--- config.mk ---
export PLATFORM = sky130hd
export DESIGN_NAME = fetchUnit
export DESIGN_NICKNAME = d
export VERILOG_FILES = /design/src/design/cpuPkg.sv /design/src/design/fetchUnit.sv
export VERILOG_INCLUDE_DIRS = /design/src /design/src/design
export SDC_FILE = /design/constraint.sdc
export NUM_CORES = 2
export LEC_CHECK = 0
export ABC_AREA = 1
export BUFFER_PORTS_ARGS = -buffer_cell sky130_fd_sc_hd__buf_2
export CAP_MARGIN = 10
export CORE_ASPECT_RATIO = 0.75
export CORE_MARGIN = 1.5
export CORE_UTILIZATION = 58
export DETAILED_ROUTE_END_ITERATION = 8
export PLACE_DENSITY = 0.74
export SLEW_MARGIN = 20
export SYNTH_ARGS = -nofsm -noshare
export SYNTH_HDL_FRONTEND = slang
export SYNTH_SLANG_ARGS = --single-unit
--- constraint.sdc ---
create_clock -name clk -period 3.2 [get_ports clk]
set_input_delay 0.64 -clock clk [delete_from_list [all_inputs] [get_ports clk]]
set_output_delay 0.64 -clock clk [all_outputs]
set_load 0.005 [all_outputs]
--- src/design/cpu_cfg.svh ---
`ifndef CPU_CFG_SVH
`define CPU_CFG_SVH

// Instruction memory size in 16-bit words
// Must stay a power of two
`define CPU_IMEM_DEPTH 256

// First fetch address after reset
`define CPU_RESET_PC 16'h0000

`endif

--- src/design/cpuPkg.sv ---
`default_nettype none

package cpuPkg;

  ////////////////////
  // Widths with a meaning
  ////////////////////

  // Data, instruction and address word
  typedef logic [15:0] word_t;
  // Register number, sixteen entries
  typedef logic [3:0] regIdx_t;
  // Z, V, N from the top bit down
  typedef logic [2:0] flags_t;
  // Branch condition field
  typedef logic [2:0] cond_t;
  typedef logic [3:0] opcode_t;

  // Bit positions inside flags_t
  localparam int FLAG_Z = 2;
  localparam int FLAG_V = 1;
  localparam int FLAG_N = 0;

  ////////////////////
  // Opcodes
  ////////////////////

  localparam opcode_t OP_ADD = 4'd0;
  localparam opcode_t OP_SUB = 4'd1;
  localparam opcode_t OP_XOR = 4'd2;
  localparam opcode_t OP_SLL = 4'd4;
  localparam opcode_t OP_SRA = 4'd5;
  localparam opcode_t OP_LLB = 4'd10;
  localparam opcode_t OP_LHB = 4'd11;
  localparam opcode_t OP_B   = 4'd12;
  localparam opcode_t OP_HLT = 4'd15;

  // Branch conditions, code 111 is always taken
  localparam cond_t COND_NE = 3'b000;
  localparam cond_t COND_EQ = 3'b001;
  localparam cond_t COND_GT = 3'b010;
  localparam cond_t COND_LT = 3'b011;
  localparam cond_t COND_GE = 3'b100;
  localparam cond_t COND_LE = 3'b101;
  localparam cond_t COND_OV = 3'b110;

endpackage

`default_nettype wire

--- src/design/fetchUnit.sv ---
`timescale 1ns/1ns
`default_nettype none
`include "cpu_cfg.svh"

module fetchUnit (
  input wire clk,
  input wire rst,
  // Program load port, word addressed
  input wire progWe,
  input wire cpuPkg::word_t progAddr,
  input wire cpuPkg::word_t progData,
  // Taken branch from execute
  input wire redirect,
  input wire cpuPkg::word_t target,
  output cpuPkg::word_t pc,
  output cpuPkg::word_t instrD,
  output cpuPkg::word_t pcPlus2D,
  output logic validD
);

  localparam int addrBits = $clog2(`CPU_IMEM_DEPTH);

  cpuPkg::word_t imem [`CPU_IMEM_DEPTH];
  cpuPkg::word_t instrF;
  cpuPkg::word_t pcPlus2F;
  logic hltF;

  ////////////////////
  // Instruction memory
  ////////////////////

  always_ff @(posedge clk) begin
    if (progWe) begin
      imem[progAddr[addrBits-1:0]] <= progData;
    end
  end

  // Byte PC, so drop bit 0
  assign instrF = imem[pc[addrBits:1]];
  assign pcPlus2F = pc + 16'd2;
  assign hltF = instrF[15:12] == cpuPkg::OP_HLT;

  ////////////////////
  // PC
  ////////////////////

  // Redirect wins over the halt freeze
  always_ff @(posedge clk) begin
    if (rst) begin
      pc <= `CPU_RESET_PC;
    end else if (redirect) begin
      pc <= target;
    end else if (!hltF) begin
      pc <= pcPlus2F;
    end
  end

  // Fetch/decode register
  always_ff @(posedge clk) begin
    if (rst) begin
      validD <= 1'b0;
    end else begin
      validD <= !redirect;
    end
  end

  // Payload only
  always_ff @(posedge clk) begin
    instrD <= instrF;
    pcPlus2D <= pcPlus2F;
  end

  // Program writes must land inside the array
  progAddrInRange: assert property (@(posedge clk) progWe |-> progAddr < `CPU_IMEM_DEPTH);

endmodule

`default_nettype wire

==> impl_metrics.csv <==
group,metric,value,unit
run_status,status,"finished with violations",
run_status,violations,"negative setup slack",
sta,setup_ws,-0.123,ns
floorplanning,rows,168,
sta,finalCriticalPeriod,3.32,ns
worst_setup_path,cpMaxStageDelayCell,"dfxtp_4",
synthesis,ys_ff_latch,4153,
hold_path,hold_depth,5,
routing,wl_met2,211000,µm
synthesis,synthCells,12900,
sta,fin_skew,0.0545,ns
global_route,grtUsageTotal,33.1,%
worst_setup_path,cp-start-kind,"register",
worst_setup_path,worst-setup-path-type,"reg -> reg",
worst_setup_path,rr_worst_depth,19,
flow_run,max_cap_violations,0,
floorplanning,fp.dieW,617,µm
power_and_ir_drop,ir_drop,0.740,mV
worst_setup_path,cp-end-kind,"register",
power_and_ir_drop,seqPwrFrac,48.0,%
worst_setup_path,slowest_delay,0.39,ns
worst_setup_path,r2r_slack,-0.12,ns
worst_setup_path,crit_fanout,24,
global_route,antenna_found_initial,32,
routing,met1_length,174000,µm
power_and_ir_drop,sw_frac_of_total,27.6,%
routing,wire_per_inst,27.7,µm
place,gp_congestion,0.972,
global_route,grt_pass1_wl,701000,µm
sta,setup_tns,-0.653,ns
place,hpwlAfterDp,293000,µm
routing,ant_nets,0,
sta,slew_violations,0,
cells_and_area,fin_nets,13500,
clock_tree,cts.path.max_buffers,4,
synthesis,ys_warn_count,0,
power_and_ir_drop,p_switching,34.7,mW
global_route,grt_max_degree,116,
synthesis,seq_area_frac_synth,75.7,%
sta,slew_headroom,16.6,%
routing,drc,0,
sta,finalSetupViolCount,18,
clock_tree,clock_latency,0.93,ns
power_and_ir_drop,clock_power_share,34.9,%
synthesis,ys_types,32,
cells_and_area,drive_gt1_share,12.8,%
sta,maxClockFrequency,0.301,GHz
place,pre_cts_slack,-0.468,ns
sta,fin_crit_sh,104,%
power_and_ir_drop,p_comb_share,17.0,%
floorplanning,fp.dieH,464,µm
synthesis,synthesis.area,164000,µm²
power_and_ir_drop,powerDensity,666,nW/µm²
hold_path,hold_class,"in -> reg",
power_and_ir_drop,p_int,90.9,mW
clock_tree,clkTransAtPathRegs,0.06,ns
synthesis,synth_fp_nets,13000,
synthesis,yosys-top-cells-area,"edfxtp_1 75%, o21ai_0 5.1%, nor2_1 4.6%",
sta,hold_viol_final,0,
floorplanning,start_util,58.5,%
cells_and_area,layout_common_cells,"4096 x edfxtp_1, 2010 x nor2_1, 1672 x o21ai_0, 1626 x nand2_1, 1402 x nand3_1",
routing,totalWireLength,486000,µm
synthesis,yosys.area.top_type,"edfxtp_1",
synthesis,syn_area_per_cell,12.7,µm²
place,port_buffers,92,
routing,vias,114000,
routing,vias_per_cell,6.50,
clock_tree,cts_tree,"built",
routing,wl_met3,76300,µm
worst_setup_path,path_common_cell,"nand3_1",
cells_and_area,syn_to_final_growth,15.1,%
global_route,grt-ovfl-total,0,
worst_setup_path,cp.arrival,4.14,ns
worst_setup_path,cp.required,4.02,ns
routing,first_pass_iters,9,
sta,rsz0062_at_grt,"yes",
clock_tree,clock_sink_count,4153,
global_route,grt_pass1_vias,107000,
clock_tree,h-tree-depth,5,
sta,tightest_slew,1.25,ns
floorplanning,core-area,280000,µm²
cells_and_area,final_common_cell,"edfxtp_1",
clock_tree,cts_buffers,371,
worst_setup_path,path_cells,"buf_16 > clkinv_16 > buf_16 > buf_12 > nand2_1 > nand3_1 > nand3_1 > nand3_1 > nand3_2 > nand3_2 > buf_12 > nand3_1 > nand3_1 > nand2_2 > nor2_4 > buf_6 > nand3b_1 > nand2_2 > nor2_4",
hold_path,hold_start,"target[10]",
routing,top_layer_used,"met5",
floorplanning,fp.dieArea,286000,µm²
floorplanning,io_pins,101,
hold_path,min_to,"pc[10]",
synthesis,yosysTopAreaCellShare,75.0,%
clock_tree,root_buffer,"clkbuf_16",
routing,initialDrtViolationCount,19100,
power_and_ir_drop,p_leak,63.7,nW
==> layer usage <==
layer,global-route usage (%),vias up
li1,-,48500
met1,46.3,55300
met2,47.9,8797
met3,10.7,1310
met4,14.5,26
met5,0,-
==> flip-flops by register name, indices dropped and copies added, names as in the netlist, named ones only <==
signal and cells:
imem 4096, instrD 16, pc 16, pcPlus2D 16, validD 1
==> stage by stage <==
stage / hold slack (ns) / power [mW] / instances / util (%) / instance area (µm²)
after detailed placement: 0.373 / 81.1 / 16800 / 62.6 / 176000
after global routing: 0.0587 / 129 / 17500 / 67.3 / 189000
after floorplan: 0.347 / 71.6 / 12900 / - / 164000
after CTS: 0.00623 / 124 / 17500 / 67.0 / 188000
final: 0.0488 / 126 / 17500 / 67.3 / 189000
after global placement: 0.359 / 80.5 / 16800 / 62.6 / 176000
==> how the worst max path moves through the flow <==
stage / start / endpoint / slack (ns) / cells past startpoint
CTS: register / register / -0.04 / 19
detailed placement: register / register / -0.47 / 17
floorplan: progAddr[7] / imem[181][0] / 0.60 / 4
finish: register / register / -0.12 / 19
global route: register / register / -0.14 / 20
global placement: register / register / -0.44 / 17
==> critical path: cells and delay by family (launching register included) <==
kind	cells	cell delay (ns)
AND/OR/NAND/NOR	13	1.60
flip-flops	1	0.39
buffers and inverters	6	1.20
==> area by class of cell <==
| cell class | instances | area (µm²) |
|---|---|---|
| inverters | 56 | 262 |
| repair inverters | 2 | 36.3 |
| clock inverters | 192 | 1630 |
| fillers | 18500 | 91600 |
| clock buffers | 471 | 10000 |
| well taps | 3740 | 4680 |
| diodes | 15 | 37.5 |
| repair buffers | 1106 | 11800 |
| flip-flops and latches | 4153 | 124000 |
| multi-input cells | 7779 | 36200 |
==> Yosys cell counts <==
cell type and number:
buf_1 98, nand3_1 1474, dfxtp_1 57, inv_1 51, and2_1 1, inv_2 2, o21ai_1 18, nand3b_1 1
xor2_1 12, mux2i_1 7, edfxtp_1 4096, clkbuf_1 517, or2_1 4, clkinv_2 1, o22ai_1 847, buf_6 9
nand2_1 1649, ha_1 1, nand4_1 1, xnor2_1 1, buf_2 261, nor2_1 2011, o31ai_1 6, a21oi_1 42
clkinv_1 2, a31oi_1 4, nand2_2 1, clkbuf_2 1, buf_4 57, nor2_4 2, o21ai_0 1685, nor3_1 12
==> kinds of logic (layout without fill, tap and decap cells) <==
kind of cell             Yosys count  after routing  synth area share [%]
flip-flops                      4153           4153                  75.7
AO/OA/AOI/OAI                   2602           2602                  8.60
other                              0             15                     0
buffers and inverters            999           1827                  2.66
multiplexers                       7              7                0.0427
adder cells (fa/ha/maj)            1              1               0.00763
XOR/XNOR                          13             13                0.0694
AND/OR/NAND/NOR                 5156           5156                  13.0
==> power by group through the flow <==
stage,Sequential (mW),Clock (mW),Combinational [mW]
after floorplan,61.3,0,10.3
after global placement,61.6,0,19.0
after CTS,60.4,43.9,20.0
final,60.4,43.9,21.4
after global routing,60.3,46.0,22.4
after detailed placement,61.6,0,19.5
==> repair_timing <==
action	CTS	global route
gates cloned	7	8
hold buffers	2	0
buffers inserted	6	6
endpoints found under the setup margin	35	35
hold endpoints to repair	2	0
pin swaps	1	5
resized for setup	43	161
Power figures use the tool's default switching activity.
