### src/design/cpu_cfg.svh
`ifndef CPU_CFG_SVH
`define CPU_CFG_SVH

// Instruction memory size in 16-bit words
// Must stay a power of two
`define CPU_IMEM_DEPTH 256

// First fetch address after reset
`define CPU_RESET_PC 16'h0000

`endif

### src/design/cpuPkg.sv
`default_nettype none

package cpuPkg;

  ////////////////////
  // Widths with a meaning
  ////////////////////

  // Data, instruction and address word
  typedef logic [15:0] word_t;
  // Register number, sixteen entries
  typedef logic [3:0] regIdx_t;
  // Z, V, N from the top bit down
  typedef logic [2:0] flags_t;
  // Branch condition field
  typedef logic [2:0] cond_t;
  typedef logic [3:0] opcode_t;

  // Bit positions inside flags_t
  localparam int FLAG_Z = 2;
  localparam int FLAG_V = 1;
  localparam int FLAG_N = 0;

  ////////////////////
  // Opcodes
  ////////////////////

  localparam opcode_t OP_ADD = 4'd0;
  localparam opcode_t OP_SUB = 4'd1;
  localparam opcode_t OP_XOR = 4'd2;
  localparam opcode_t OP_SLL = 4'd4;
  localparam opcode_t OP_SRA = 4'd5;
  localparam opcode_t OP_LLB = 4'd10;
  localparam opcode_t OP_LHB = 4'd11;
  localparam opcode_t OP_B   = 4'd12;
  localparam opcode_t OP_HLT = 4'd15;

  // Branch conditions, code 111 is always taken
  localparam cond_t COND_NE = 3'b000;
  localparam cond_t COND_EQ = 3'b001;
  localparam cond_t COND_GT = 3'b010;
  localparam cond_t COND_LT = 3'b011;
  localparam cond_t COND_GE = 3'b100;
  localparam cond_t COND_LE = 3'b101;
  localparam cond_t COND_OV = 3'b110;

endpackage

`default_nettype wire

### src/design/pipeIf.sv
`timescale 1ns/1ns
`default_nettype none

// Decode to execute pipeline register contents
interface decodeExecuteIf;
  logic valid;
  cpuPkg::opcode_t op;
  cpuPkg::regIdx_t rd;
  cpuPkg::regIdx_t rsNum;
  cpuPkg::word_t rsVal;
  cpuPkg::word_t rtVal;
  // Low byte of the instruction, also holds rt and shift amount
  logic [7:0] imm8;
  cpuPkg::cond_t cond;
  // Signed word offset for B
  logic [8:0] offset;
  cpuPkg::word_t pcPlus2;

  modport source (output valid, op, rd, rsNum, rsVal, rtVal, imm8, cond, offset, pcPlus2);
  modport sink (input valid, op, rd, rsNum, rsVal, rtVal, imm8, cond, offset, pcPlus2);
endinterface


`default_nettype wire

### src/design/decodeStage.sv
`timescale 1ns/1ns
`default_nettype none

module decodeStage (
  input wire clk,
  input wire rst,
  input wire cpuPkg::word_t instr,
  input wire cpuPkg::word_t pcPlus2,
  input wire valid,
  // Taken branch in execute kills this slot
  input wire flush,
  // Register file write from the result stage
  input wire regWe,
  input wire cpuPkg::regIdx_t regNum,
  input wire cpuPkg::word_t regData,
  decodeExecuteIf.source dx
);

  cpuPkg::opcode_t op;
  cpuPkg::regIdx_t rd;
  cpuPkg::regIdx_t rsNum;
  cpuPkg::regIdx_t rtNum;
  cpuPkg::regIdx_t rtRead;
  cpuPkg::word_t rsVal;
  cpuPkg::word_t rtVal;
  cpuPkg::word_t regs [16];

  ////////////////////
  // Field split
  ////////////////////

  assign op = instr[15:12];
  assign rd = instr[11:8];
  assign rsNum = instr[7:4];
  assign rtNum = instr[3:0];

  // Byte loads merge into the old rd, so read it on the rt port
  assign rtRead = (op == cpuPkg::OP_LLB || op == cpuPkg::OP_LHB) ? rd : rtNum;

  ////////////////////
  // Register file
  ////////////////////

  always_ff @(posedge clk) begin
    if (regWe) begin
      regs[regNum] <= regData;
    end
  end

  // Same-cycle write is visible to the read
  assign rsVal = (regWe && regNum == rsNum) ? regData : regs[rsNum];
  assign rtVal = (regWe && regNum == rtRead) ? regData : regs[rtRead];

  // Decode/execute register, valid bit
  always_ff @(posedge clk) begin
    if (rst) begin
      dx.valid <= 1'b0;
    end else begin
      dx.valid <= valid && !flush;
    end
  end

  // Payload
  always_ff @(posedge clk) begin
    dx.op <= op;
    dx.rd <= rd;
    dx.rsNum <= rsNum;
    dx.rsVal <= rsVal;
    dx.rtVal <= rtVal;
    dx.imm8 <= instr[7:0];
    // Condition overlaps the top of rd
    dx.cond <= instr[11:9];
    dx.offset <= instr[8:0];
    dx.pcPlus2 <= pcPlus2;
  end

endmodule

`default_nettype wire

### src/flat_wrapper.sv
// flat-port wrapper written by rule: the top's interface ports become plain ports
module decodeStage_flat 
  (clk, rst, instr, pcPlus2, valid, flush, regWe, regNum, regData, dx_valid, dx_op, dx_rd, dx_rsNum, dx_rsVal, dx_rtVal, dx_imm8, dx_cond, dx_offset, dx_pcPlus2);
  decodeExecuteIf dx_i ();
  input wire clk;
  input wire rst;
  input wire cpuPkg::word_t instr;
  input wire cpuPkg::word_t pcPlus2;
  input wire valid;
  input wire flush;
  input wire regWe;
  input wire cpuPkg::regIdx_t regNum;
  input wire cpuPkg::word_t regData;
  output wire logic [$bits(dx_i.valid)-1:0] dx_valid;
  output wire logic [$bits(dx_i.op)-1:0] dx_op;
  output wire logic [$bits(dx_i.rd)-1:0] dx_rd;
  output wire logic [$bits(dx_i.rsNum)-1:0] dx_rsNum;
  output wire logic [$bits(dx_i.rsVal)-1:0] dx_rsVal;
  output wire logic [$bits(dx_i.rtVal)-1:0] dx_rtVal;
  output wire logic [$bits(dx_i.imm8)-1:0] dx_imm8;
  output wire logic [$bits(dx_i.cond)-1:0] dx_cond;
  output wire logic [$bits(dx_i.offset)-1:0] dx_offset;
  output wire logic [$bits(dx_i.pcPlus2)-1:0] dx_pcPlus2;
  assign dx_valid = dx_i.valid;
  assign dx_op = dx_i.op;
  assign dx_rd = dx_i.rd;
  assign dx_rsNum = dx_i.rsNum;
  assign dx_rsVal = dx_i.rsVal;
  assign dx_rtVal = dx_i.rtVal;
  assign dx_imm8 = dx_i.imm8;
  assign dx_cond = dx_i.cond;
  assign dx_offset = dx_i.offset;
  assign dx_pcPlus2 = dx_i.pcPlus2;
  decodeStage u_core (.clk(clk), .rst(rst), .instr(instr), .pcPlus2(pcPlus2), .valid(valid), .flush(flush), .regWe(regWe), .regNum(regNum), .regData(regData), .dx(dx_i));
endmodule
### config.mk
export PLATFORM = sky130hd
export DESIGN_NAME = decodeStage_flat
export DESIGN_NICKNAME = d
export VERILOG_FILES = /design/src/design/cpu_cfg.svh /design/src/design/cpuPkg.sv /design/src/design/pipeIf.sv /design/src/design/decodeStage.sv /design/src/flat_wrapper.sv
export SDC_FILE = /design/constraint.sdc
export NUM_CORES = 1
export LEC_CHECK = 0
export BUFFER_PORTS_ARGS = -buffer_cell sky130_fd_sc_hd__clkbuf_2
export CAP_MARGIN = 5
export CORE_ASPECT_RATIO = 0.6
export CORE_MARGIN = 10
export CORE_UTILIZATION = 50
export DETAILED_ROUTE_END_ITERATION = 16
export GPL_TIMING_DRIVEN = 1
export PLACE_DENSITY_LB_ADDON = 0.15
export SYNTH_ARGS = -nofsm -noshare
export SYNTH_HDL_FRONTEND = slang
export SYNTH_SLANG_ARGS = --single-unit
### constraint.sdc
create_clock -name clk -period 2.25 [get_ports clk]
set_clock_uncertainty 0.05 [all_clocks]
set_input_delay 0.1125 -clock clk [delete_from_list [all_inputs] [get_ports clk]]
set_output_delay 0.1125 -clock clk [all_outputs]
set_load 0.03 [all_outputs]
==> reports/metrics.yaml <==
clocking:
  numCtsBuffers: 27
  root_buffer: "clkbuf_16"
  cts_max_level: 1
  cts_tree: "done"
  clock_path_buffers: 3
  clk_pin_slew_ps: 70
  cts.sinks: 293
floorplanning:
  die_x_um: 226
  coreArea_mm2: 0.0251
  initial_core_util: 0.505
  rows: 45
  io_pins: 138
  floorplan.die_area_mm2: 0.0323
  chipHeight_um: 143
synthesis:
  yosysSeqAreaShare: 0.665
  syn_avg_cell_area_um2: 20.7
  synth_cells: 612
  synth.most_common_cell: "edfxtp_1"
  syn_area_mm2: 0.0127
  yosysWarnings: 0
  synthFlopType: "edfxtp_1"
  synth_nets: 669
  synth_edf_count: 256
  netlist.area_leader.share: 0.606
  ys_types: 26
  synthTopCellsByArea: "edfxtp_1, mux4_2, mux4_1"
  ys_seq_elements: 293
  netlist_top_cells_count: "edfxtp_1, mux4_2, a22oi_1, dfxtp_1, nand2_1"
  synth_top_cell_by_area: "edfxtp_1"
  async_flop_share: 0
placement:
  place_hpwl_um: 20700
  dp_cells: 1062
  place_area_mm2: 0.0138
  dp_slack_ps: 211
  gp_congestion: 0.802
  io_buffers: 137
power_and_ir_drop:
  seq_power_share: 0.495
  peakVddDrop_uv: 508
  combPwrFrac: 0.152
  p_leak_nw: 5.63
  swShare: 0.242
  power.total_mw: 12.3
  p_per_area_mw_per_mm2: 758
  intPower_mw: 9.34
  pwr-share-clk: 0.352
  switchingPower_mw: 2.98
sta:
  rsz0062_at_grt: "true"
  fin_hold_ws_ps: 126
  worstMarginPinSlew_ps: 576
  slew-limit-headroom: 0.614
  finalSetupViolations: 32
  setup_ws_ps: -239
  fmax_mhz: 402
  post-route-period-util: 1.11
  slew_violations: 0
  final_hold_viol_count: 0
  period_minus_slack_ps: 2490
detailed_routing:
  drtPass1Iterations: 5
  wirelength_um: 37300
  drtAntennaViolNets: 0
  vias: 7678
  drt_iter0_drc: 923
  drc_errors: 0
  wire_per_inst_um: 31.3
  via_per_inst: 6.44
status:
  failed_checks: "negative setup slack"
  status: "finished with violations"
setup_path:
  critPathMaxFanout: 8
  critPathLaunchType: "flop"
  crit_start: "dx_rsNum[0]"
  crit_arrival_ps: 2330
  cp.required_ps: 2090
  crit_path_end_kind: "primary output"
  crit_type: "reg2out"
layout:
  finalInstanceArea_mm2: 0.0163
  nets: 900
  area_growth_pct: 28.2
  drive_gt1_frac: 0.536
  finalNonFillerCells: 1192
global_routing:
  antenna_found_initial: 0
  grt_pass1_vias: 8076
  grt_max_degree: 45
  grt_usage: 0.234
  grt_pass1_wl_um: 54300
  grt-ovfl-total: 0
min_path:
  holdCritPathClass: "in2reg"
  hp-start: "regNum[1]"
job:
  drv_cap: 0
-- placed cells by master (no fill, tap or decap) --
master,netlist,final
a22oi_1,64,9
a22oi_2,0,55
and2_1,2,2
buf_12,0,13
buf_16,0,12
buf_4,20,37
buf_6,11,10
buf_8,0,21
bufinv_16,0,1
clkbuf_1,8,11
clkbuf_16,0,28
clkbuf_2,0,105
clkbuf_4,1,1
clkbuf_8,2,13
clkinv_1,0,4
clkinv_2,0,1
clkinvlp_2,0,1
dfxtp_1,37,33
dfxtp_2,0,2
dfxtp_4,0,2
diode_2,0,1
dlygate4sd3_1,0,50
edfxtp_1,256,256
mux2_2,4,4
mux4_1,30,6
mux4_2,94,118
mux4_4,4,4
nand2_1,33,19
nand2_2,0,14
nand2b_1,2,2
nand3_1,1,1
nand3b_1,3,3
nor2_1,14,2
nor2_2,0,12
nor2b_1,4,1
nor2b_2,0,3
nor3_2,0,4
nor3b_1,1,1
or3b_2,1,1
-- metrics by stage --
| stage | TNS, ps | util |
|---|---|---|
| finish | -5180 | 0.647 |
| CTS | -5380 | 0.643 |
| global route | -7350 | 0.647 |
| floorplan | 0 | - |
| global placement | 0 | 0.550 |
| detailed placement | 0 | 0.550 |
-- final cells by class --
cell class | count | area (um^2)
diodes | 1 | 2.50
clock buffers | 41 | 758
clock inverters | 7 | 55.1
fillers | 1722 | 8850
multi-input cells | 261 | 4100
flip-flops and latches | 293 | 8440
well taps | 329 | 412
repair buffers | 260 | 2490
-- power groups by stage --
stage | Clock [mW] | Sequential (mW) | Combinational [mW]
final | 4.34 | 6.11 | 1.88
after global routing | 4.66 | 6.12 | 1.96
after CTS | 4.41 | 6.10 | 1.81
after detailed placement | 0 | 6.22 | 1.36
after global placement | 0 | 6.20 | 1.35
after floorplan | 0 | 6.26 | 0.844
-- sequential cells by signal, summed over array words and instances (netlist names), named ones only --
name and flops:
u_core.dx.pcPlus2 16, u_core.dx.cond 1, u_core.dx.valid 1, u_core.dx.rd 3
u_core.regs 256, dx_rsNum 3, u_core.dx.imm8 4, u_core.dx.op 4
u_core.dx.offset 1
-- final timing paths --
path,endpoint,slack (ps),depth (start not counted)
worst max-delay path,dx_rsVal[4],-240,6
worst min-delay path,u_core.regs[12][8],130,3
-- critical path, cell delays in order (launching register included) --
cell and delay, ps:
dfxtp_4 460, buf_12 160, buf_16 150, mux4_2 560, a22oi_1 160, nand2_1 130, buf_8 160
-- per-layer routing --
layer | share of wire | vias to the layer above | wire, um | track usage
met4 | 0.030 | 0 | 1120 | 0.0793
met2 | 0.49 | 440 | 18300 | 0.385
met5 | 0 | - | 0 | 0
met1 | 0.40 | 4079 | 14800 | 0.300
li1 | - | 3078 | - | -
met3 | 0.081 | 81 | 3020 | 0.0586
-- what timing repair did --
action	4_1_cts	5_1_grt
setup endpoints to repair	32	32
pin swaps	41	23
resized for setup	138	69
endpoints found under the hold margin	293	0
setup buffers	19	2
hold buffers	50	0
gates cloned	12	1
-- cell families (layout without fill, tap and decap cells) --
family                 count (synthesis)  in the layout  synth area share
other                                  0              1                 0
AO/OA/AOI/OAI                         64             64            0.0379
flip-flops                           293            293             0.665
multiplexers                         132            132             0.241
buffers and inverters                 58            308            0.0341
AND/OR/NAND/NOR                       65             65            0.0229
Note: power is estimated with default switching activity, not from simulation.
